--- src/rtc_gen_pkg.sv ---
// ==============================
// shared sizes, stream states and helpers for the rtc image generator
// font is 11 glyphs of 16x8 4-bit pixels, eight pixels per 32-bit word
// digit helpers expect values 0..99
// ==============================
package rtc_gen_pkg;

  localparam int font_width    = 16;                    // glyph width in pixels
  localparam int font_height   = 8;                     // glyph height in rows
  localparam int pix_per_word  = 8;
  localparam int words_per_row = font_width / pix_per_word;
  localparam int glyph_count   = 11;                    // 0..9 then colon
  localparam int colon_glyph   = 10;
  localparam int font_depth    = glyph_count * font_height * words_per_row;
  localparam int font_addr_w   = $clog2(font_depth);
  localparam int row_w         = $clog2(font_height);
  localparam int col_w         = (words_per_row > 1) ? $clog2(words_per_row) : 1;
  localparam int xfer_bytes    = font_depth * 4;        // read request size

  localparam int cs_per_sec    = 100;
  localparam int sec_per_min   = 60;
  localparam int min_per_hour  = 60;
  localparam int hour_per_day  = 24;
  localparam int cs_count_w    = 22;                    // timer period width

  typedef enum logic [3:0] {
    st_idle,
    st_hour_tens, st_hour_units, st_colon_hm,
    st_min_tens,  st_min_units,  st_colon_ms,
    st_sec_tens,  st_sec_units,  st_colon_sc,
    st_cs_tens,   st_cs_units
  } stream_state_e;

  function automatic logic [3:0] tens_digit(input logic [7:0] value);
    return 4'(value / 8'd10);
  endfunction

  function automatic logic [3:0] units_digit(input logic [7:0] value);
    return 4'(value % 8'd10);
  endfunction

  // word address of one glyph row segment
  function automatic logic [font_addr_w-1:0] glyph_addr(input logic [3:0]       glyph,
                                                        input logic [row_w-1:0] row,
                                                        input logic [col_w-1:0] col);
    return font_addr_w'(glyph * font_height * words_per_row + row * words_per_row + col);
  endfunction

endpackage

--- src/rtc_time_keeper.sv ---
// ==============================
// free running 24h clock with centisecond resolution
// cs_count must be at least 2 and stable while the clock is used
// time_set_val is loaded one cycle after the time_set_en rise, keep it stable
// ==============================
`timescale 1ns/1ps

module rtc_time_keeper import rtc_gen_pkg::*; (
  input  logic                  clk,
  input  logic                  reset_n,
  input  logic [cs_count_w-1:0] cs_count,
  input  logic [31:0]           time_set_val,
  input  logic                  time_set_en,
  input  logic                  start_pulse,
  output logic [31:0]           time_value,
  output logic [7:0]            snap_hours,
  output logic [7:0]            snap_minutes,
  output logic [7:0]            snap_seconds,
  output logic [7:0]            snap_centis
);

  logic [cs_count_w-1:0] cs_timer;
  logic                  cs_tick;     // one centisecond elapsed
  logic                  set_en_d;
  logic                  set_pulse;
  logic [6:0]            cs_cnt;
  logic [5:0]            sec_cnt;
  logic [5:0]            min_cnt;
  logic [4:0]            hour_cnt;

  assign cs_tick = (cs_timer == cs_count - 1'b1);

  always_ff @(posedge clk or negedge reset_n) begin
    if (!reset_n) begin
      cs_timer  <= '0;
      set_en_d  <= 1'b0;
      set_pulse <= 1'b0;
    end else begin
      cs_timer  <= cs_tick ? '0 : cs_timer + 1'b1;
      set_en_d  <= time_set_en;
      set_pulse <= time_set_en & ~set_en_d;
    end
  end

  always_ff @(posedge clk or negedge reset_n) begin
    if (!reset_n) begin
      cs_cnt   <= '0;
      sec_cnt  <= '0;
      min_cnt  <= '0;
      hour_cnt <= '0;
    end else if (set_pulse) begin
      hour_cnt <= time_set_val[28:24];
      min_cnt  <= time_set_val[21:16];
      sec_cnt  <= time_set_val[13:8];
      cs_cnt   <= time_set_val[6:0];
    end else if (cs_tick) begin
      if (cs_cnt == 7'(cs_per_sec - 1)) begin
        cs_cnt <= '0;
        if (sec_cnt == 6'(sec_per_min - 1)) begin
          sec_cnt <= '0;
          if (min_cnt == 6'(min_per_hour - 1)) begin
            min_cnt  <= '0;
            hour_cnt <= (hour_cnt == 5'(hour_per_day - 1)) ? '0 : hour_cnt + 1'b1;
          end else begin
            min_cnt <= min_cnt + 1'b1;
          end
        end else begin
          sec_cnt <= sec_cnt + 1'b1;
        end
      end else begin
        cs_cnt <= cs_cnt + 1'b1;
      end
    end
  end

  // frame snapshot, held for the whole frame
  always_ff @(posedge clk) begin
    if (start_pulse) begin
      snap_hours   <= {3'b000, hour_cnt};
      snap_minutes <= {2'b00, min_cnt};
      snap_seconds <= {2'b00, sec_cnt};
      snap_centis  <= {1'b0, cs_cnt};
    end
  end

  // fields line up with time_set_val, upper bits zero
  assign time_value = {3'b000, hour_cnt, 2'b00, min_cnt, 2'b00, sec_cnt, 1'b0, cs_cnt};

  a_hour_range: assert property (@(posedge clk) disable iff (!reset_n)
    hour_cnt < 5'(hour_per_day));
  a_min_sec_range: assert property (@(posedge clk) disable iff (!reset_n)
    (min_cnt < 6'(min_per_hour)) && (sec_cnt < 6'(sec_per_min)));

endmodule

--- config.mk ---
export PLATFORM = sky130hd
export DESIGN_NAME = rtc_time_keeper
export DESIGN_NICKNAME = d
export VERILOG_FILES = /design/src/rtc_gen_pkg.sv /design/src/rtc_time_keeper.sv
export SDC_FILE = /design/constraint.sdc
export NUM_CORES = 1
export LEC_CHECK = 0
export ABC_AREA = 1
export BUFFER_PORTS_ARGS = -buffer_cell sky130_fd_sc_hd__buf_2
export CAP_MARGIN = 20
export CORE_ASPECT_RATIO = 0.9
export CORE_UTILIZATION = 53
export DETAILED_ROUTE_END_ITERATION = 10
export PLACE_DENSITY = 0.77
export SYNTH_ARGS = -nofsm -noshare
export SYNTH_HDL_FRONTEND = slang
export SYNTH_SLANG_ARGS = --single-unit
--- constraint.sdc ---
create_clock -name clk -period 2.91 [get_ports clk]
set_clock_uncertainty 0.2 [all_clocks]
set_input_delay 0.7275 -clock clk [delete_from_list [all_inputs] [get_ports clk]]
set_output_delay 0.7275 -clock clk [all_outputs]
set_load 0.02 [all_outputs]
==> impl_metrics.env <==
export IMPL_status="completed"
export IMPL_num_vias=3856
export IMPL_cts_hold_buf=0
export IMPL_drive_gt1_share_pct=20.8
export IMPL_die_width_microns=98.6
export IMPL_rows=31
export IMPL_slew_viol_final=0
export IMPL_cts_sinks=72
export IMPL_ys_warn_count=0
export IMPL_core_area_sq_mm=0.00811
export IMPL_yosys_register_bits=72
export IMPL_grt_pass1_vias=3584
export IMPL_antenna_cells=0
export IMPL_place_hpwl_mm=7.44
export IMPL_rsz0062_at_grt="no"
export IMPL_start_util_pct=54.9
export IMPL_critPathArrivalTime_ns=2.61
export IMPL_required_ns=2.94
export IMPL_setup_viol=0
export IMPL_synth_edff_count=24
export IMPL_setup_ws_ns=0.331
export IMPL_overflow=0
export IMPL_pin_count=122
export IMPL_clkPwrFrac_pct=25.7
export IMPL_cp_max_fo=15
export IMPL_hp_class="reg2reg"
export IMPL_drt_pass1_iterations=4
export IMPL_final_common_cell="nand2_1"
export IMPL_io_buffers=97
export IMPL_die_area_sq_mm=0.00878
export IMPL_antenna_found_initial=0
export IMPL_criticalPathCategory="in2reg"
export IMPL_drtIter0Drc=170
export IMPL_viasPerCell=5.09
export IMPL_post_route_min_period_ns=2.58
export IMPL_worst_slew_pin_slew_ns=0.608
export IMPL_worst_setup_path_end_kind="flip-flop"
export IMPL_clock_path_buffers=2
export IMPL_p_switching_uw=882
export IMPL_clk_pin_slew_ns=0.07
export IMPL_place_congestion=0.877
export IMPL_wl_per_cell_microns=12.7
export IMPL_timing_final_crit_share_pct=88.6
export IMPL_avgSynthCellArea_sq_um=8.14
export IMPL_area_growth_pct=16.7
export IMPL_cts_htree_levels=3
export IMPL_synthArstFlopShare_pct=66.7
export IMPL_intPower_uw=1700
export IMPL_synth_area_sq_mm=0.00445
export IMPL_cts_tree="yes"
export IMPL_ir_drop_mv=0.439
export IMPL_startpoint_type="input port"
export IMPL_cts_root_buf="clkbuf_8"
export IMPL_postRouteAntennaNets=0
export IMPL_dpl_worst_slack_ns=-0.0266
export IMPL_cts_setup_buffers=0
export IMPL_ys_types=40
export IMPL_grt_max_degree=49
export IMPL_swShare_pct=34.1
export IMPL_p_seq_share_pct=50.3
export IMPL_netlist_instances=547
export IMPL_grt_pass1_wl_mm=15.9
export IMPL_numCtsBuffers=9
export IMPL_synth_flop_cell="dfrtp_1"
export IMPL_fin_util_pct=64.1
export IMPL_slew_headroom_pct=59.5
export IMPL_track_usage_pct=22.9
export IMPL_seq_area_frac_synth_pct=43.1
export IMPL_most_common_layout_cells="131 x nand2_1, 97 x buf_2, 75 x nor2_1, 56 x inv_1, 48 x dfrtp_1"
export IMPL_pwr_share_comb_pct=24.0
export IMPL_p_per_area_mw_per_mm2=498
export IMPL_die_h_microns=89.0
export IMPL_wl_mm=9.60
export IMPL_drcViolationCount=0
export IMPL_final_hold_viol_count=0
export IMPL_timing_fmax_mhz=388
export IMPL_cts_resized=0
export IMPL_leakagePower_uw=0.00258
export IMPL_drv_cap=0
export IMPL_clk_insertion_delay_late_ns=0.35
export IMPL_nets=718
export IMPL_setup_tns_ns=0
## state kept, by name, indices dropped and copies added (netlist names)
signal	cells
cs_timer	22
cs_cnt	7
snap_centis	7
min_cnt	6
sec_cnt	6
snap_minutes	6
snap_seconds	6
hour_cnt	5
snap_hours	5
set_en_d	1
set_pulse	1
## synth_stat cells, drive strengths merged, types with 6 or more instances
library cell / count / area (sq um)
nor2: 84 / 357
ha: 6 / 75.1
dfrtp: 48 / 1200
nand3b: 6 / 48.8
nor4: 6 / 37.5
xnor2: 15 / 131
o21ai: 31 / 155
xor2: 29 / 254
inv: 57 / 214
buf: 21 / 160
edfxtp: 24 / 721
nor3: 12 / 60.1
a22oi: 6 / 45.0
nand2: 136 / 557
nand4: 10 / 62.6
nand3: 37 / 190
## layout make-up
class / instances / area (sq um)
well taps: 99 / 124
flip-flops and latches: 72 / 1920
clock inverters: 7 / 38.8
repair buffers: 105 / 571
clock buffers: 9 / 124
multi-input cells: 409 / 2200
inverters: 57 / 214
fillers: 709 / 2910
## critical path, stage by stage
cell	delay, ns
buf_2	0.12
inv_1	0.07
ha_1	0.23
nand2_4	0.12
nor2_8	0.18
nand3b_2	0.11
nor2_1	0.10
nand2_1	0.06
nand2_1	0.06
nand3_1	0.09
nor2_2	0.19
nand2_4	0.11
nand2_8	0.14
nand2_4	0.11
nand2_1	0.10
o21ai_1	0.07
## metal layers
layer	wire, microns	GRT usage, %
met2	4570	37.7
met1	4450	30.9
met5	0	0
met3	446	5.00
met4	132	7.19
## kinds of logic (layout without fill, tap and decap cells)
group	Yosys count	after routing	synth area share, %
and+or+nand+nor	295	295	30.0
other	1	16	0.0842
xor gates and xnor gates	48	48	10.7
DFF	72	72	43.1
muxes	2	2	0.449
buffers and inverters	81	178	8.65
AOI/OAI and AO/OA	42	42	5.22
adders and majority gates	6	6	1.69
## worst paths after layout
check | startpoint | end | slack [ns] | cells past startpoint
worst max-delay path | cs_count[0] | sec_cnt[1] | 0.33 | 16
worst min-delay path | set_en_d | set_pulse | 0.20 | 1
worst max register to register | cs_timer[0] | cs_timer[18] | 0.52 | 12
worst min register to register | set_en_d | set_pulse | 0.20 | 1
max in group asynchronous | reset_n | sec_cnt[0] | 1.83 | 2
min in group asynchronous | reset_n | min_cnt[1] | 0.25 | 2
## metrics by stage
step / area [sq um] / instances / hold WS [ns] / power (uW)
after floorplan: 4510 / 562 / 0.176 / 1710
after global placement: 5030 / 742 / 0.185 / 1910
after detailed placement: 5030 / 742 / 0.195 / 1940
after CTS: 5200 / 758 / 0.204 / 2600
after global routing: 5200 / 758 / 0.230 / 2720
final: 5200 / 758 / 0.202 / 2590
## power groups by stage
stage	sequential, uW	clock [uW]	combinational [uW]
after CTS	1300	681	621
after global routing	1320	716	687
final	1300	664	621
after floorplan	1430	0	279
after global placement	1310	0	601
after detailed placement	1320	0	617
Note: power is estimated with default switching activity, not from simulation.
