===== src/rtc_gen_pkg.sv =====
// ==============================
// shared sizes, stream states and helpers for the rtc image generator
// font is 11 glyphs of 16x8 4-bit pixels, eight pixels per 32-bit word
// digit helpers expect values 0..99
// ==============================
package rtc_gen_pkg;

  localparam int font_width    = 16;                    // glyph width in pixels
  localparam int font_height   = 8;                     // glyph height in rows
  localparam int pix_per_word  = 8;
  localparam int words_per_row = font_width / pix_per_word;
  localparam int glyph_count   = 11;                    // 0..9 then colon
  localparam int colon_glyph   = 10;
  localparam int font_depth    = glyph_count * font_height * words_per_row;
  localparam int font_addr_w   = $clog2(font_depth);
  localparam int row_w         = $clog2(font_height);
  localparam int col_w         = (words_per_row > 1) ? $clog2(words_per_row) : 1;
  localparam int xfer_bytes    = font_depth * 4;        // read request size

  localparam int cs_per_sec    = 100;
  localparam int sec_per_min   = 60;
  localparam int min_per_hour  = 60;
  localparam int hour_per_day  = 24;
  localparam int cs_count_w    = 22;                    // timer period width

  typedef enum logic [3:0] {
    st_idle,
    st_hour_tens, st_hour_units, st_colon_hm,
    st_min_tens,  st_min_units,  st_colon_ms,
    st_sec_tens,  st_sec_units,  st_colon_sc,
    st_cs_tens,   st_cs_units
  } stream_state_e;

  function automatic logic [3:0] tens_digit(input logic [7:0] value);
    return 4'(value / 8'd10);
  endfunction

  function automatic logic [3:0] units_digit(input logic [7:0] value);
    return 4'(value % 8'd10);
  endfunction

  // word address of one glyph row segment
  function automatic logic [font_addr_w-1:0] glyph_addr(input logic [3:0]       glyph,
                                                        input logic [row_w-1:0] row,
                                                        input logic [col_w-1:0] col);
    return font_addr_w'(glyph * font_height * words_per_row + row * words_per_row + col);
  endfunction

endpackage


===== src/rtc_frame_streamer.sv =====
// ==============================
// text frame streamer, row by row, glyph by glyph, word by word
// snap fields must be valid when gen_go arrives and stay for the frame
// show_centis must be stable during a frame
// ==============================
`timescale 1ns/1ps

module rtc_frame_streamer import rtc_gen_pkg::*; (
  input  logic                   clk,
  input  logic                   reset_n,
  input  logic                   show_centis,
  input  logic                   gen_go,
  input  logic                   axis_m_tready,
  input  logic [31:0]            rd_data,
  input  logic [7:0]             snap_hours,
  input  logic [7:0]             snap_minutes,
  input  logic [7:0]             snap_seconds,
  input  logic [7:0]             snap_centis,
  output logic                   rd_en,
  output logic [font_addr_w-1:0] rd_addr,
  output logic                   axis_m_tvalid,
  output logic [63:0]            axis_m_tdata,
  output logic                   axis_m_tlast,
  output logic                   frame_done
);

  stream_state_e    state;
  stream_state_e    next_state;
  stream_state_e    last_state;     // final glyph of a row
  logic [row_w-1:0] row_cnt;
  logic [row_w-1:0] next_row;
  logic [col_w-1:0] col_cnt;
  logic [col_w-1:0] next_col;
  logic             next_tvalid;
  logic             next_done;
  logic             beat_xfer;
  logic             col_end;
  logic             row_end;
  logic [3:0]       glyph;          // glyph of the next beat

  assign last_state = show_centis ? st_cs_units : st_sec_units;
  assign beat_xfer  = axis_m_tvalid & axis_m_tready;
  assign col_end    = (col_cnt == col_w'(words_per_row - 1));
  assign row_end    = (row_cnt == row_w'(font_height - 1));

  always_ff @(posedge clk or negedge reset_n) begin
    if (!reset_n) begin
      state         <= st_idle;
      row_cnt       <= '0;
      col_cnt       <= '0;
      axis_m_tvalid <= 1'b0;
      frame_done    <= 1'b0;
    end else begin
      state         <= next_state;
      row_cnt       <= next_row;
      col_cnt       <= next_col;
      axis_m_tvalid <= next_tvalid;
      frame_done    <= next_done;
    end
  end

  always_comb begin
    next_state  = state;
    next_row    = row_cnt;
    next_col    = col_cnt;
    next_tvalid = axis_m_tvalid;
    next_done   = 1'b0;
    rd_en       = 1'b0;
    if (state == st_idle) begin
      if (gen_go) begin
        next_state  = st_hour_tens;
        next_row    = '0;
        next_col    = '0;
        next_tvalid = 1'b1;
        rd_en       = 1'b1;  // prefetch first word
      end
    end else if (beat_xfer) begin
      if (col_end) begin
        next_col = '0;
        if (state == last_state) begin
          if (row_end) begin
            next_state  = st_idle;
            next_row    = '0;
            next_tvalid = 1'b0;
            next_done   = 1'b1;
          end else begin
            next_state = st_hour_tens;
            next_row   = row_cnt + 1'b1;
          end
        end else begin
          next_state = stream_state_e'(state + 4'd1);
        end
      end else begin
        next_col = col_cnt + 1'b1;
      end
      rd_en = next_tvalid;  // fetch only after a transfer, so data holds on a stall
    end
  end

  always_comb begin
    case (next_state)
      st_hour_tens:  glyph = tens_digit(snap_hours);
      st_hour_units: glyph = units_digit(snap_hours);
      st_min_tens:   glyph = tens_digit(snap_minutes);
      st_min_units:  glyph = units_digit(snap_minutes);
      st_sec_tens:   glyph = tens_digit(snap_seconds);
      st_sec_units:  glyph = units_digit(snap_seconds);
      st_cs_tens:    glyph = tens_digit(snap_centis);
      st_cs_units:   glyph = units_digit(snap_centis);
      st_colon_hm,
      st_colon_ms,
      st_colon_sc:   glyph = 4'(colon_glyph);
      default:       glyph = 4'd0;
    endcase
  end

  assign rd_addr = glyph_addr(glyph, next_row, next_col);

  // each 4-bit pixel becomes pixel in high nibble, ones below
  always_comb begin
    for (int i = 0; i < pix_per_word; i++) begin
      axis_m_tdata[i*8 +: 8] = {rd_data[i*4 +: 4], 4'hf};
    end
  end

  assign axis_m_tlast = axis_m_tvalid & (state == last_state) & row_end & col_end;

  a_tdata_hold: assert property (@(posedge clk) disable iff (!reset_n)
    axis_m_tvalid && !axis_m_tready |=> $stable(axis_m_tdata));

endmodule


===== config.mk =====
export PLATFORM = sky130hd
export DESIGN_NAME = rtc_frame_streamer
export DESIGN_NICKNAME = d
export VERILOG_FILES = /design/src/rtc_gen_pkg.sv /design/src/rtc_frame_streamer.sv
export SDC_FILE = /design/constraint.sdc
export NUM_CORES = 1
export LEC_CHECK = 0
export ABC_CLOCK_PERIOD_IN_PS = 8350
export BUFFER_PORTS_ARGS = -buffer_cell sky130_fd_sc_hd__buf_2
export CAP_MARGIN = 30
export CORE_ASPECT_RATIO = 1.25
export CORE_UTILIZATION = 35
export DETAILED_ROUTE_END_ITERATION = 8
export GPL_TIMING_DRIVEN = 0
export PLACE_DENSITY = 0.75
export SKIP_CTS_REPAIR_TIMING = 1
export SLEW_MARGIN = 20
export SYNTH_ARGS = -nofsm -noshare
export SYNTH_HDL_FRONTEND = slang
export SYNTH_SLANG_ARGS = --single-unit

===== constraint.sdc =====
create_clock -name clk -period 8.35 [get_ports clk]
set_clock_uncertainty 0.2 [all_clocks]
set_input_delay 1.67 -clock clk [delete_from_list [all_inputs] [get_ports clk]]
set_output_delay 1.67 -clock clk [all_outputs]
set_load 0.005 [all_outputs]

==> results.yml <==
timing:
  hold_slack_ns: 0.342
  tightest_slew_ns: 0.960
  fin_setup_tns_ns: 0
  maxSlewHeadroom_pct: 36.0
  fmax_ghz: 0.123
  period_needed_ns: 8.11
  fin_crit_sh_pct: 97.2
  setup_viol: 0
  maxSlewViolCount: 0
  finalHoldViolCount: 0
critical_path:
  crit_fanout: 10
  cp.arrival_ns: 6.24
  regToRegEndpoint: "state[1]"
  cp-start-kind: "input pin"
  r2r_slack_ns: 5.69
  critPathRequiredTime_ns: 6.48
  path_buf_inv: 7
  worstSetupEndpointType: "primary output"
  r2r_cells: 10
  worstReg2RegStart: "state[0]"
  path_class: "input pin to primary output"
  max_stage_delay_ns: 0.49
  worst_path_max_delay_cell: "or4b_4"
  path_delay_family: "simple AND/OR/NAND/NOR gates"
synth:
  yosys_warnings: 0
  netlist_instances: 408
  synth_common_cells: "67 x buf_4, 33 x nand2_1, 29 x a21oi_1"
  ys_async_sr_fraction_pct: 100
  yosys.area.top_type: "buf_4"
  synth_area_sq_um: 2880
  synth_edf_count: 0
  synth-xor-area-share_pct: 0.912
  synth.area.top_cells: "buf_4 17%, dfrtp_1 8.7%, a21oi_1 5.0%"
  synth_mux_area_share_pct: 0.695
  ys_seq_area_share_pct: 8.68
  synth_compound_area_share_pct: 37.1
  synth_adder_area_share_pct: 3.04
  synth_seq_cells: 10
  synth_ff_type: "dfrtp_1"
  synth-simple-area-share_pct: 24.9
  synth_most_common_cell: "buf_4"
  synth_top_family_by_area: "compound AO/OA/AOI/OAI gates"
  avgSynthCellArea_sq_um: 7.06
  synth.distinct_cells: 75
  synth_top_area_share_pct: 17.5
grt:
  grt_util_all_layers_pct: 20.3
  grt_overflow_total: 0
  grt_pass1_vias: 3196
  antenna_found_initial: 0
  grt_max_degree: 11
  grt_pass1_wl_um: 14500
cts:
  root_buffer: "clkbuf_8"
  cts_max_level: 1
  cts.sinks: 10
  cts_tree: "yes"
  clk_pin_slew_ns: 0.04
  ctsLongestPathBuffers: 2
  worstSkewPairLatency_ns: 0.23
  cts_buffers: 3
flow_run:
  drv_cap: 0
hold_path:
  hold_path.class: "flop to flop"
  hold-path-cell-count: 1
  min_to: "row_cnt[1]"
  hold_path.startpoint: "row_cnt[1]"
die:
  num_io_pins: 145
  core_sq_um: 7880
  die_y_um: 103
  die_w_um: 83.2
  initial_core_util_pct: 36.6
  dieArea_sq_um: 8600
  num_rows: 36
placed_design:
  gp_congestion: 0.886
  dp_hpwl_um: 7350
  place.port_buffers: 80
final_layout:
  area_delta_synth_final_pct: 28.9
  final_util_pct: 47.1
  layout-drive-gt1-share_pct: 38.0
  nets: 609
  antenna_cells: 0
drt:
  ant_nets: 0
  routedWlPerCell_um: 14.9
  dr.pass1.iters: 5
  wl_um: 9370
  num_vias: 3551
  drt_iter0_drc: 443
  routed_via_density: 5.66
  drc: 0
power_and_ir_drop:
  powerDensity_nw_per_um2: 451
  irDropWorstVdd_uv: 200
  power.leakage_nw: 1.73
run_status:
  status: "complete, no violations"
==> stage by stage <==
stage / worst slack (ns) / total power, mW / instance area (sq um) / instances
2_1_floorplan: 0.908 / 1.13 / 3000 / 439
3_3_place_gp: 0.130 / 1.41 / 3520 / 614
3_5_place_dp: 0.0410 / 1.46 / 3520 / 614
4_1_cts: 0.00837 / 1.52 / 3570 / 618
5_1_grt: -0.0116 / 1.81 / 3710 / 627
6_report: 0.236 / 1.67 / 3710 / 627
==> report_power, final <==
group	total (mW)	leakage [nW]	internal (mW)	switching [mW]
combinational	1.54	1.57	0.629	0.909
clock	0.0578	0.0288	0.0412	0.0165
sequential	0.0772	0.126	0.0616	0.0156
==> cells by family (layout without fill, tap and decap cells) <==
family | after synthesis | after routing
other | 1 | 32
xor gates and xnor gates | 3 | 3
muxes | 2 | 2
buffers and inverters | 106 | 199
and+or+nand+nor | 136 | 136
adders and majority gates | 7 | 7
AOI/OAI and AO/OA | 143 | 143
DFF | 10 | 10
==> placed cells by master (no fill, tap or decap), types with 7 or more instances in the layout <==
cell,netlist,layout
o211ai_1,9,9
ha_1,7,7
a221oi_1,7,7
buf_4,67,77
conb_1,1,32
a21oi_1,29,26
clkbuf_1,13,11
nand3_1,22,20
o21ai_0,20,20
inv_1,18,18
nand2_1,33,33
buf_2,0,80
nor3_1,18,18
and3_1,9,9
nor2_1,23,22
dfrtp_1,10,10
==> registers in the layout, summed over array words and instances (netlist names) <==
name,cells
axis_m_tvalid,1
frame_done,1
state,4
row_cnt,3
col_cnt,1
==> metal layers <==
| metal | part of all wire [%] | GRT usage, % | vias to the layer above |
|---|---|---|---|
| met5 | 0 | 0 | - |
| met4 | 3.1 | 10.2 | 0 |
| met3 | 7.6 | 2.22 | 29 |
| met2 | 50 | 38.1 | 217 |
| met1 | 39 | 23.0 | 1611 |
| li1 | - | - | 1694 |
==> layout make-up <==
type | count | area, sq um
inverters | 21 | 86.3
clock buffers | 4 | 55.1
flip-flops and latches | 10 | 250
repair buffers | 90 | 475
plain buffers | 84 | 618
well taps | 95 | 119
multi-input cells | 323 | 2110
fillers | 798 | 4170
==> worst max path at each step <==
stage | start | slack, ns | cells past startpoint | end
6_report | gen_go | 0.24 | 25 | rd_addr[7]
4_1_cts | axis_m_tready | 0.008 | 26 | rd_addr[7]
2_1_floorplan | gen_go | 0.91 | 21 | rd_addr[6]
3_3_place_gp | axis_m_tready | 0.13 | 24 | rd_addr[7]
3_5_place_dp | axis_m_tready | 0.04 | 26 | rd_addr[7]
5_1_grt | gen_go | -0.01 | 25 | rd_addr[7]
(Power assumes the default switching activity.)
