===== src/rtc_gen_pkg.sv =====
// ==============================
// shared sizes, stream states and helpers for the rtc image generator
// font is 11 glyphs of 16x8 4-bit pixels, eight pixels per 32-bit word
// digit helpers expect values 0..99
// ==============================
package rtc_gen_pkg;

  localparam int font_width    = 16;                    // glyph width in pixels
  localparam int font_height   = 8;                     // glyph height in rows
  localparam int pix_per_word  = 8;
  localparam int words_per_row = font_width / pix_per_word;
  localparam int glyph_count   = 11;                    // 0..9 then colon
  localparam int colon_glyph   = 10;
  localparam int font_depth    = glyph_count * font_height * words_per_row;
  localparam int font_addr_w   = $clog2(font_depth);
  localparam int row_w         = $clog2(font_height);
  localparam int col_w         = (words_per_row > 1) ? $clog2(words_per_row) : 1;
  localparam int xfer_bytes    = font_depth * 4;        // read request size

  localparam int cs_per_sec    = 100;
  localparam int sec_per_min   = 60;
  localparam int min_per_hour  = 60;
  localparam int hour_per_day  = 24;
  localparam int cs_count_w    = 22;                    // timer period width

  typedef enum logic [3:0] {
    st_idle,
    st_hour_tens, st_hour_units, st_colon_hm,
    st_min_tens,  st_min_units,  st_colon_ms,
    st_sec_tens,  st_sec_units,  st_colon_sc,
    st_cs_tens,   st_cs_units
  } stream_state_e;

  function automatic logic [3:0] tens_digit(input logic [7:0] value);
    return 4'(value / 8'd10);
  endfunction

  function automatic logic [3:0] units_digit(input logic [7:0] value);
    return 4'(value % 8'd10);
  endfunction

  // word address of one glyph row segment
  function automatic logic [font_addr_w-1:0] glyph_addr(input logic [3:0]       glyph,
                                                        input logic [row_w-1:0] row,
                                                        input logic [col_w-1:0] col);
    return font_addr_w'(glyph * font_height * words_per_row + row * words_per_row + col);
  endfunction

endpackage


===== src/rtc_kernel_ctrl.sv =====
// ==============================
// host job control and font load path
// gen_mode must stay stable for a whole job
// font words are always accepted, write address wraps at font_depth
// ==============================
`timescale 1ns/1ps

module rtc_kernel_ctrl import rtc_gen_pkg::*; (
  input  logic                   clk,
  input  logic                   reset_n,
  input  logic                   gen_mode,
  input  logic                   ap_start,
  input  logic                   ctrl_done,
  input  logic                   frame_done,
  input  logic                   mdata_tvalid,
  input  logic [31:0]            mdata_tdata,
  output logic                   ap_idle,
  output logic                   ap_done,
  output logic                   ctrl_start,
  output logic                   start_pulse,
  output logic                   gen_go,
  output logic                   wr_en,
  output logic [font_addr_w-1:0] wr_addr,
  output logic [31:0]            wr_data
);

  logic ap_start_d;    // previous ap_start
  logic start_dly;     // start_pulse one cycle later
  logic ap_done_load;  // done of a font load job

  always_ff @(posedge clk or negedge reset_n) begin
    if (!reset_n) begin
      ap_start_d   <= 1'b0;
      start_pulse  <= 1'b0;
      start_dly    <= 1'b0;
      ctrl_start   <= 1'b0;
      ap_done_load <= 1'b0;
    end else begin
      ap_start_d   <= ap_start;
      start_pulse  <= ap_start & ~ap_start_d;  // rising edge
      start_dly    <= start_pulse;
      ctrl_start   <= start_dly & ~gen_mode;   // read request in load mode
      ap_done_load <= ctrl_done & ~gen_mode;
    end
  end

  assign gen_go  = start_dly & gen_mode;
  assign ap_done = gen_mode ? frame_done : ap_done_load;

  always_ff @(posedge clk or negedge reset_n) begin
    if (!reset_n) begin
      ap_idle <= 1'b1;
    end else if (start_pulse) begin
      ap_idle <= 1'b0;
    end else if (ap_done) begin
      ap_idle <= 1'b1;
    end
  end

  // font words go straight to the buffer
  assign wr_en   = mdata_tvalid & ~gen_mode;
  assign wr_data = mdata_tdata;

  always_ff @(posedge clk or negedge reset_n) begin
    if (!reset_n) begin
      wr_addr <= '0;
    end else if (wr_en) begin
      if (wr_addr == font_addr_w'(font_depth - 1)) begin
        wr_addr <= '0;
      end else begin
        wr_addr <= wr_addr + 1'b1;
      end
    end
  end

  // request issued two cycles after the start edge, mode must not have changed
  a_no_req_in_gen: assert property (@(posedge clk) disable iff (!reset_n)
    ctrl_start |-> !gen_mode);

endmodule


===== config.mk =====
export PLATFORM = sky130hd
export DESIGN_NAME = rtc_kernel_ctrl
export DESIGN_NICKNAME = d
export VERILOG_FILES = /design/src/rtc_gen_pkg.sv /design/src/rtc_kernel_ctrl.sv
export SDC_FILE = /design/constraint.sdc
export NUM_CORES = 1
export LEC_CHECK = 0
export CAP_MARGIN = 15
export CORE_MARGIN = 8
export CORE_UTILIZATION = 60
export CTS_CLUSTER_DIAMETER = 50
export DETAILED_ROUTE_END_ITERATION = 8
export DONT_BUFFER_PORTS = 1
export HOLD_SLACK_MARGIN = 0.1
export PLACE_DENSITY_LB_ADDON = 0.3
export RECOVER_POWER = 25
export SLEW_MARGIN = 20
export SYNTH_ARGS = -nofsm -noshare
export SYNTH_HDL_FRONTEND = slang
export SYNTH_SLANG_ARGS = --single-unit

===== constraint.sdc =====
create_clock -name clk -period 1.9 [get_ports clk]
set_input_delay 0.19 -clock clk [delete_from_list [all_inputs] [get_ports clk]]
set_output_delay 0.19 -clock clk [all_outputs]
set_load 0.02 [all_outputs]

==> reports/results.txt, run 1 <==
status: complete, no violations
number of I/O pins: 85
FP Rows: 14
Syn Nets: 127
DIE HEIGHT: 54.5 um
diode count: 0
final setup TNS: 0 ns
Placement Setup Slack: 0.324 ns
biggest area consumer among synthesized cells: dfrtp_1
reg-to-reg setup timing slack: 0.32 ns
yosys warns: 0
gr usage total: 11.5%
worst r2r src: wr_addr[1]
Synth top cells by count: buf_4 (32), dfrtp_1 (13), nor2b_1 (4), nand2_1 (3), o21ai_0 (3)
root buffer cell: clkbuf_4
Detail Route Antenna Nets: 0
Via-to-Cell Ratio: 6.18
first-pass GRT wire length: 2460 um
Hold Buf Count CTS: 5
share of layout cells above drive strength 1: 19.7%
GRT overflow: 0
top cells by area, synth: dfrtp_1 (37%), buf_4 (27%), dfstp_2 (3.0%)
Setup crit end: wr_addr[7]
Critical Path Fanout Max: 6
IO buf count: 0
clock tree buffer depth: 2
clock sink count: 14
Synth Instances: 87
post-CTS sizing: 0
DP HPWL: 1080 um
Leak: 0.343 nW
CP startpoint kind: register
Max Cap Viol: 0
DIE AREA: 2960 sq um
CTS tree: done
final setup fails: 0
final hold vios: 0
CP endpoint kind: register
Worst R2R End: wr_addr[7]
maximum clock frequency: 632 MHz
largest net degree at the start of global routing: 15
Fillers: 123
DR iter-0 viols: 8
Worst EP required: 2.08 ns
top-area cell type share of the netlist area: 36.7%
vias in the first global route: 533
sequential-to-total area share from yosys stat: 39.6%
CTS Buf Count: 3
EDFF count, synth: 0
Setup crit start: wr_addr[1]
pwr dens: 1140 nW/um^2
CTS H-Tree Depth: 1
Area Overhead vs Synth: -13.4%
drc violations: 0
Syn Area/Cell: 10.2 sq um
RSZ-0062 raised after global routing: false
most common cell in the synthesized netlist: buf_4
GPL Wtd Cong: 0.741
core outline area: 1440 sq um
final net count: 107
initial antenna violation count: 0
Worst Hold Class: input pin to register
headroom to the max-slew limit: 59.8%
total power: 0.000877 W
Worst Tran Pin Value: 0.602 ns
clock-pin slew of the registers on the worst-case setup and hold paths: 0.09 ns
worst-path cell chain: ha_1, nand3b_4, o41a_1, o221a_1
Initial Util: 61.8%
Final Max Slew Viols: 0
Period Utilization, post-route: 83.2%
Post-CTS Setup Bufs: 0
drt pass-1 iters: 4
Final WS setup: 0.318 ns
crit path max-delay cell type: dfrtp_1
Reg2Reg Depth: 4
final wirelength: 1510 um
crit path DAT: 1.76 ns
Clk Latency, worst-skew pair: 0.28 ns
fraction of registers with async set/reset: 100%
flops & latches, synth: 14
mapped cell area: 887 sq um
via count: 507
ys flop type: dfrtp_1
largest vdd supply drop: 0.000724 V
Tmin final: 1.58 ns
critical path type: register to register
wire length per cell: 18.4 um
crit-path max cell delay: 0.52 ns
Die Wd: 54.5 um
Yosys cell types: 31
final worst clock skew: 0.00453 ns
==> sequential cells by signal (all words and copies together) (netlist names) <==
name	count
start_dly	1
wr_addr	8
start_pulse	1
ap_done_load	1
ap_idle	1
ctrl_start	1
ap_start_d	1
==> how the worst min path moves through the flow <==
stage,startpoint,endpoint,slack [ns],cells after the start
floorplan,reset_n,ap_done_load,-0.11,0
global placement,reset_n,wr_addr[7],-0.11,0
detailed placement,reset_n,wr_addr[7],-0.11,0
CTS,gen_mode,wr_addr[2],0.14,2
global route,gen_mode,wr_addr[2],0.15,2
finish,gen_mode,wr_addr[2],0.15,2
==> final cells by class <==
cell class | count | area, sq um | share of cell area, %
flip-flops and latches | 14 | 352 | 45.8
clock buffers | 4 | 36.3 | 4.72
multi-input cells | 39 | 288 | 37.5
repair buffers | 7 | 65.1 | 8.47
well taps | 16 | 20.0 | 2.61
inverters | 2 | 7.51 | 0.977
==> cell families after synthesis <==
kind of cell | Yosys count | share of synthesized area (%)
AOI/OAI and AO/OA | 11 | 9.31
xor gates and xnor gates | 2 | 1.97
adders and majority gates | 1 | 1.41
buffers and inverters | 34 | 27.9
DFF | 14 | 39.6
muxes | 2 | 2.54
and+or+nand+nor | 23 | 17.2
==> critical path, delay by kind of cell, from the launching register on <==
kind	cells	cell delay (ns)
AO/OA/AOI/OAI	2	0.55
flip-flops	1	0.52
adder cells (fa/ha/maj)	1	0.29
AND/OR/NAND/NOR	1	0.12
==> power by group <==
group | internal, W | switching [W] | leakage, nW
combinational | 0.0000783 | 0.000100 | 0.145
clock | 0.000117 | 0.0000993 | 0.0210
sequential | 0.000351 | 0.000132 | 0.177
total | 0.000546 | 0.000331 | 0.343
==> per-layer routing <==
layer / vias up / wire length (um) / global-route usage (%)
met2: 46 / 617 / 16.0
li1: 224 / - / -
met4: 0 / 17 / 4.10
met3: 2 / 307 / 12.8
met1: 235 / 569 / 10.8
met5: - / 0 / 0
==> stage by stage <==
step	hold slack [ns]	area, sq um	instances	utilization (%)
5_1_grt	0.154	768	82	53.5
3_3_place_gp	-0.105	682	73	47.5
2_1_floorplan	-0.106	887	87	-
6_report	0.146	768	82	53.5
4_1_cts	0.143	768	82	53.5
3_5_place_dp	-0.105	682	73	47.5
==> layout by cell type (no fill, tap or decap), drive strengths merged, types with 2 or more instances in the layout <==
cell / netlist / layout
clkbuf: 0 / 4
and2: 2 / 2
nand3: 2 / 2
dlygate4sd3: 0 / 5
dfrtp: 13 / 13
nor2b: 4 / 4
mux2: 2 / 2
nor2: 2 / 2
o21ai: 3 / 3
nand3b: 2 / 2
nand2: 4 / 4
a21oi: 2 / 2
inv: 2 / 2
nor3: 2 / 2
buf: 32 / 2
Power figures use the tool's default switching activity.
==> run 2, diff against run 1 <==
Settings changed: CORE_UTILIZATION 60 to 54.
Clock period 1.9 ns to 1.3 ns, I/O delays scaled along.
==> run 2 against run 1 <==
Via count increased by 6.1%. Sequential power increased by 29%. First-iteration DRC count decreased by 13%. Largest cell class unchanged.
==> reports/results.txt, run 2 (synthesized netlist as in run 1, its figures left out) <==
status: complete, no violations
largest vdd supply drop: 0.000978 V (+35%)
pwr dens: 1660 nW/um^2 (+46%)
final wirelength: 1860 um (+23%)
drt pass-1 iters: 4 (unchanged)
worst hold path depth: 3 (+1)
gr usage total: 12.0% (+0.52 points)
largest reg by FF count: wr_addr
CP endpoint kind: register
via count: 538 (+6.1%)
CTS Buf Count: 3 (unchanged)
GRT overflow: 0 (unchanged)
Period Utilization, post-route: 99.7% (+16 points)
commonest non-fill, non-tap cell in the layout: buf_4
Initial Util: 58.2% (-3.5 points)
Detail Route Antenna Nets: 0 (unchanged)
final hold vios: 0 (unchanged)
DP HPWL: 1330 um (+23%)
GPL Wtd Cong: 0.769 (+3.8%)
DIE AREA: 3200 sq um (+7.8%)
Fillers: 127 (+3.3%)
crit path DAT: 1.48 ns (-0.28 ns)
CTS tree: done
Area Overhead vs Synth: 0.423%
Leak: 0.411 nW (+20%)
vias in the first global route: 586 (+9.9%)
storage element area: 354 sq um (+0.71%)
Via-to-Cell Ratio: 5.72 (-7.4%)
clock sink count: 14 (unchanged)
IO buf count: 0 (unchanged)
root buffer cell: clkbuf_4
initial antenna violation count: 0 (unchanged)
headroom to the max-slew limit: 57.5% (-2.3 points)
Final Max Slew Viols: 0 (unchanged)
core outline area: 1520 sq um (+6.1%)
Reg2Reg Depth: 4 (unchanged)
Worst Tran Pin Value: 0.635 ns (+0.0337 ns)
CTS H-Tree Depth: 1 (unchanged)
FP Rows: 14 (unchanged)
clock-pin slew of the registers on the worst-case setup and hold paths: 0.09 ns (about the same)
DR iter-0 viols: 7 (-1)
area post-placement: 772 sq um (+13%)
wire length per cell: 19.8 um (+7.4%)
maximum clock frequency: 772 MHz (+22%)
Tmin final: 1.30 ns (-0.286 ns)
drc violations: 0 (unchanged)
Largest register FFs: 8 (unchanged)
first-pass GRT wire length: 3100 um (+26%)
critical path type: register to register
Max Cap Viol: 0 (unchanged)
share of layout cells above drive strength 1: 37.2% (+17 points)
final worst clock skew: 0.0122 ns (+0.00770 ns)
RSZ-0062 raised after global routing: true
final setup fails: 0 (unchanged)
Die Wd: 56.5 um (+3.8%)
Critical Path Fanout Max: 6 (unchanged)
Final WS setup: 0.00407 ns (-0.314 ns)
Clk Latency, worst-skew pair: 0.29 ns (about the same)
largest net degree at the start of global routing: 15 (unchanged)
Worst Hold Class: input pin to register
Placement Setup Slack: 0.00493 ns (-0.319 ns)
DIE HEIGHT: 56.5 um (+3.8%)
CP startpoint kind: register
diode count: 0 (unchanged)
final net count: 119 (+11%)
Worst EP required: 1.49 ns (-0.59 ns)
most frequent cells in the layout: buf_4 (13), dfrtp_1 (11), dlygate4sd3_1 (6)
clock tree buffer depth: 2 (unchanged)
Multi-input gate area: 315 sq um (+9.6%)
fin area: 891 sq um (+16%)
number of I/O pins: 85 (unchanged)
run 2: cell types whose count changed in the layout (fill, tap and decap cells not counted), sizes merged:
| cell | change |
|---|---|
| buf | +11 |
| dlygate4sd3 | +1 |
run 2: final timing paths:
path,slack (ns),startpoint,end
min in group asynchronous,0.29,reset_n,start_dly
setup / recovery,0.004,wr_addr[0],wr_addr[7]
setup reg to reg,0.004,wr_addr[0],wr_addr[7]
hold / removal,0.14,gen_mode,wr_addr[4]
hold reg to reg,0.39,ap_start_d,start_pulse
max in group asynchronous,0.55,reset_n,wr_addr[0]
run 2: per-layer routing:
| layer | part of all wire [%] | track usage (%) | vias up | routed length (um) |
|---|---|---|---|---|
| li1 | - | - | 254 | - |
| met1 | 34 | 11.2 | 230 | 629 |
| met2 | 46 | 17.4 | 23 | 847 |
| met3 | 13 | 7.64 | 31 | 244 |
| met4 | 7.5 | 11.3 | 0 | 139 |
| met5 | 0 | 0 | - | 0 |
run 2: area by class of cell:
type,instances,area share [%]
Clock buffer,4,4.07
Timing Repair Buffer,19,17.7
Inverter,2,0.843
Multi-Input combinational cell,39,35.4
Sequential cell,14,39.7
Tap cell,16,2.25
run 2: timing repair:
action,4_1_cts,5_1_grt
pin swaps,0,1
hold buffers,6,0
cloned,0,0
hold endpoints to repair,20,0
endpoints found under the setup margin,1,5
gates resized for setup,1,4
buffers inserted,0,1
run 2: critical path, stage by stage (launching register included):
cell and delay (ns):
dfrtp_2 0.40, ha_4 0.16, nand3b_4 0.10, o41a_1 0.32, o221a_1 0.22
run 2: metrics by stage:
| stage | setup TNS [ns] | power [W] | std cells | util (%) | hold WS [ns] |
|---|---|---|---|---|---|
| final | 0 | 0.00148 | 94 | 58.5 | 0.141 |
| after global routing | -0.0818 | 0.00158 | 94 | 58.5 | 0.150 |
| after CTS | 0 | 0.00146 | 93 | 57.0 | 0.122 |
| after detailed placement | 0 | 0.00112 | 83 | 50.7 | -0.165 |
| after global placement | 0 | 0.00111 | 83 | 50.7 | -0.165 |
| after floorplan | -0.0441 | 0.00104 | 87 | - | -0.166 |
run 2: where the power goes:
group          switching [W]  internal (W)
logic               0.000290      0.000254
registers           0.000104      0.000519
clock network       0.000144      0.000171
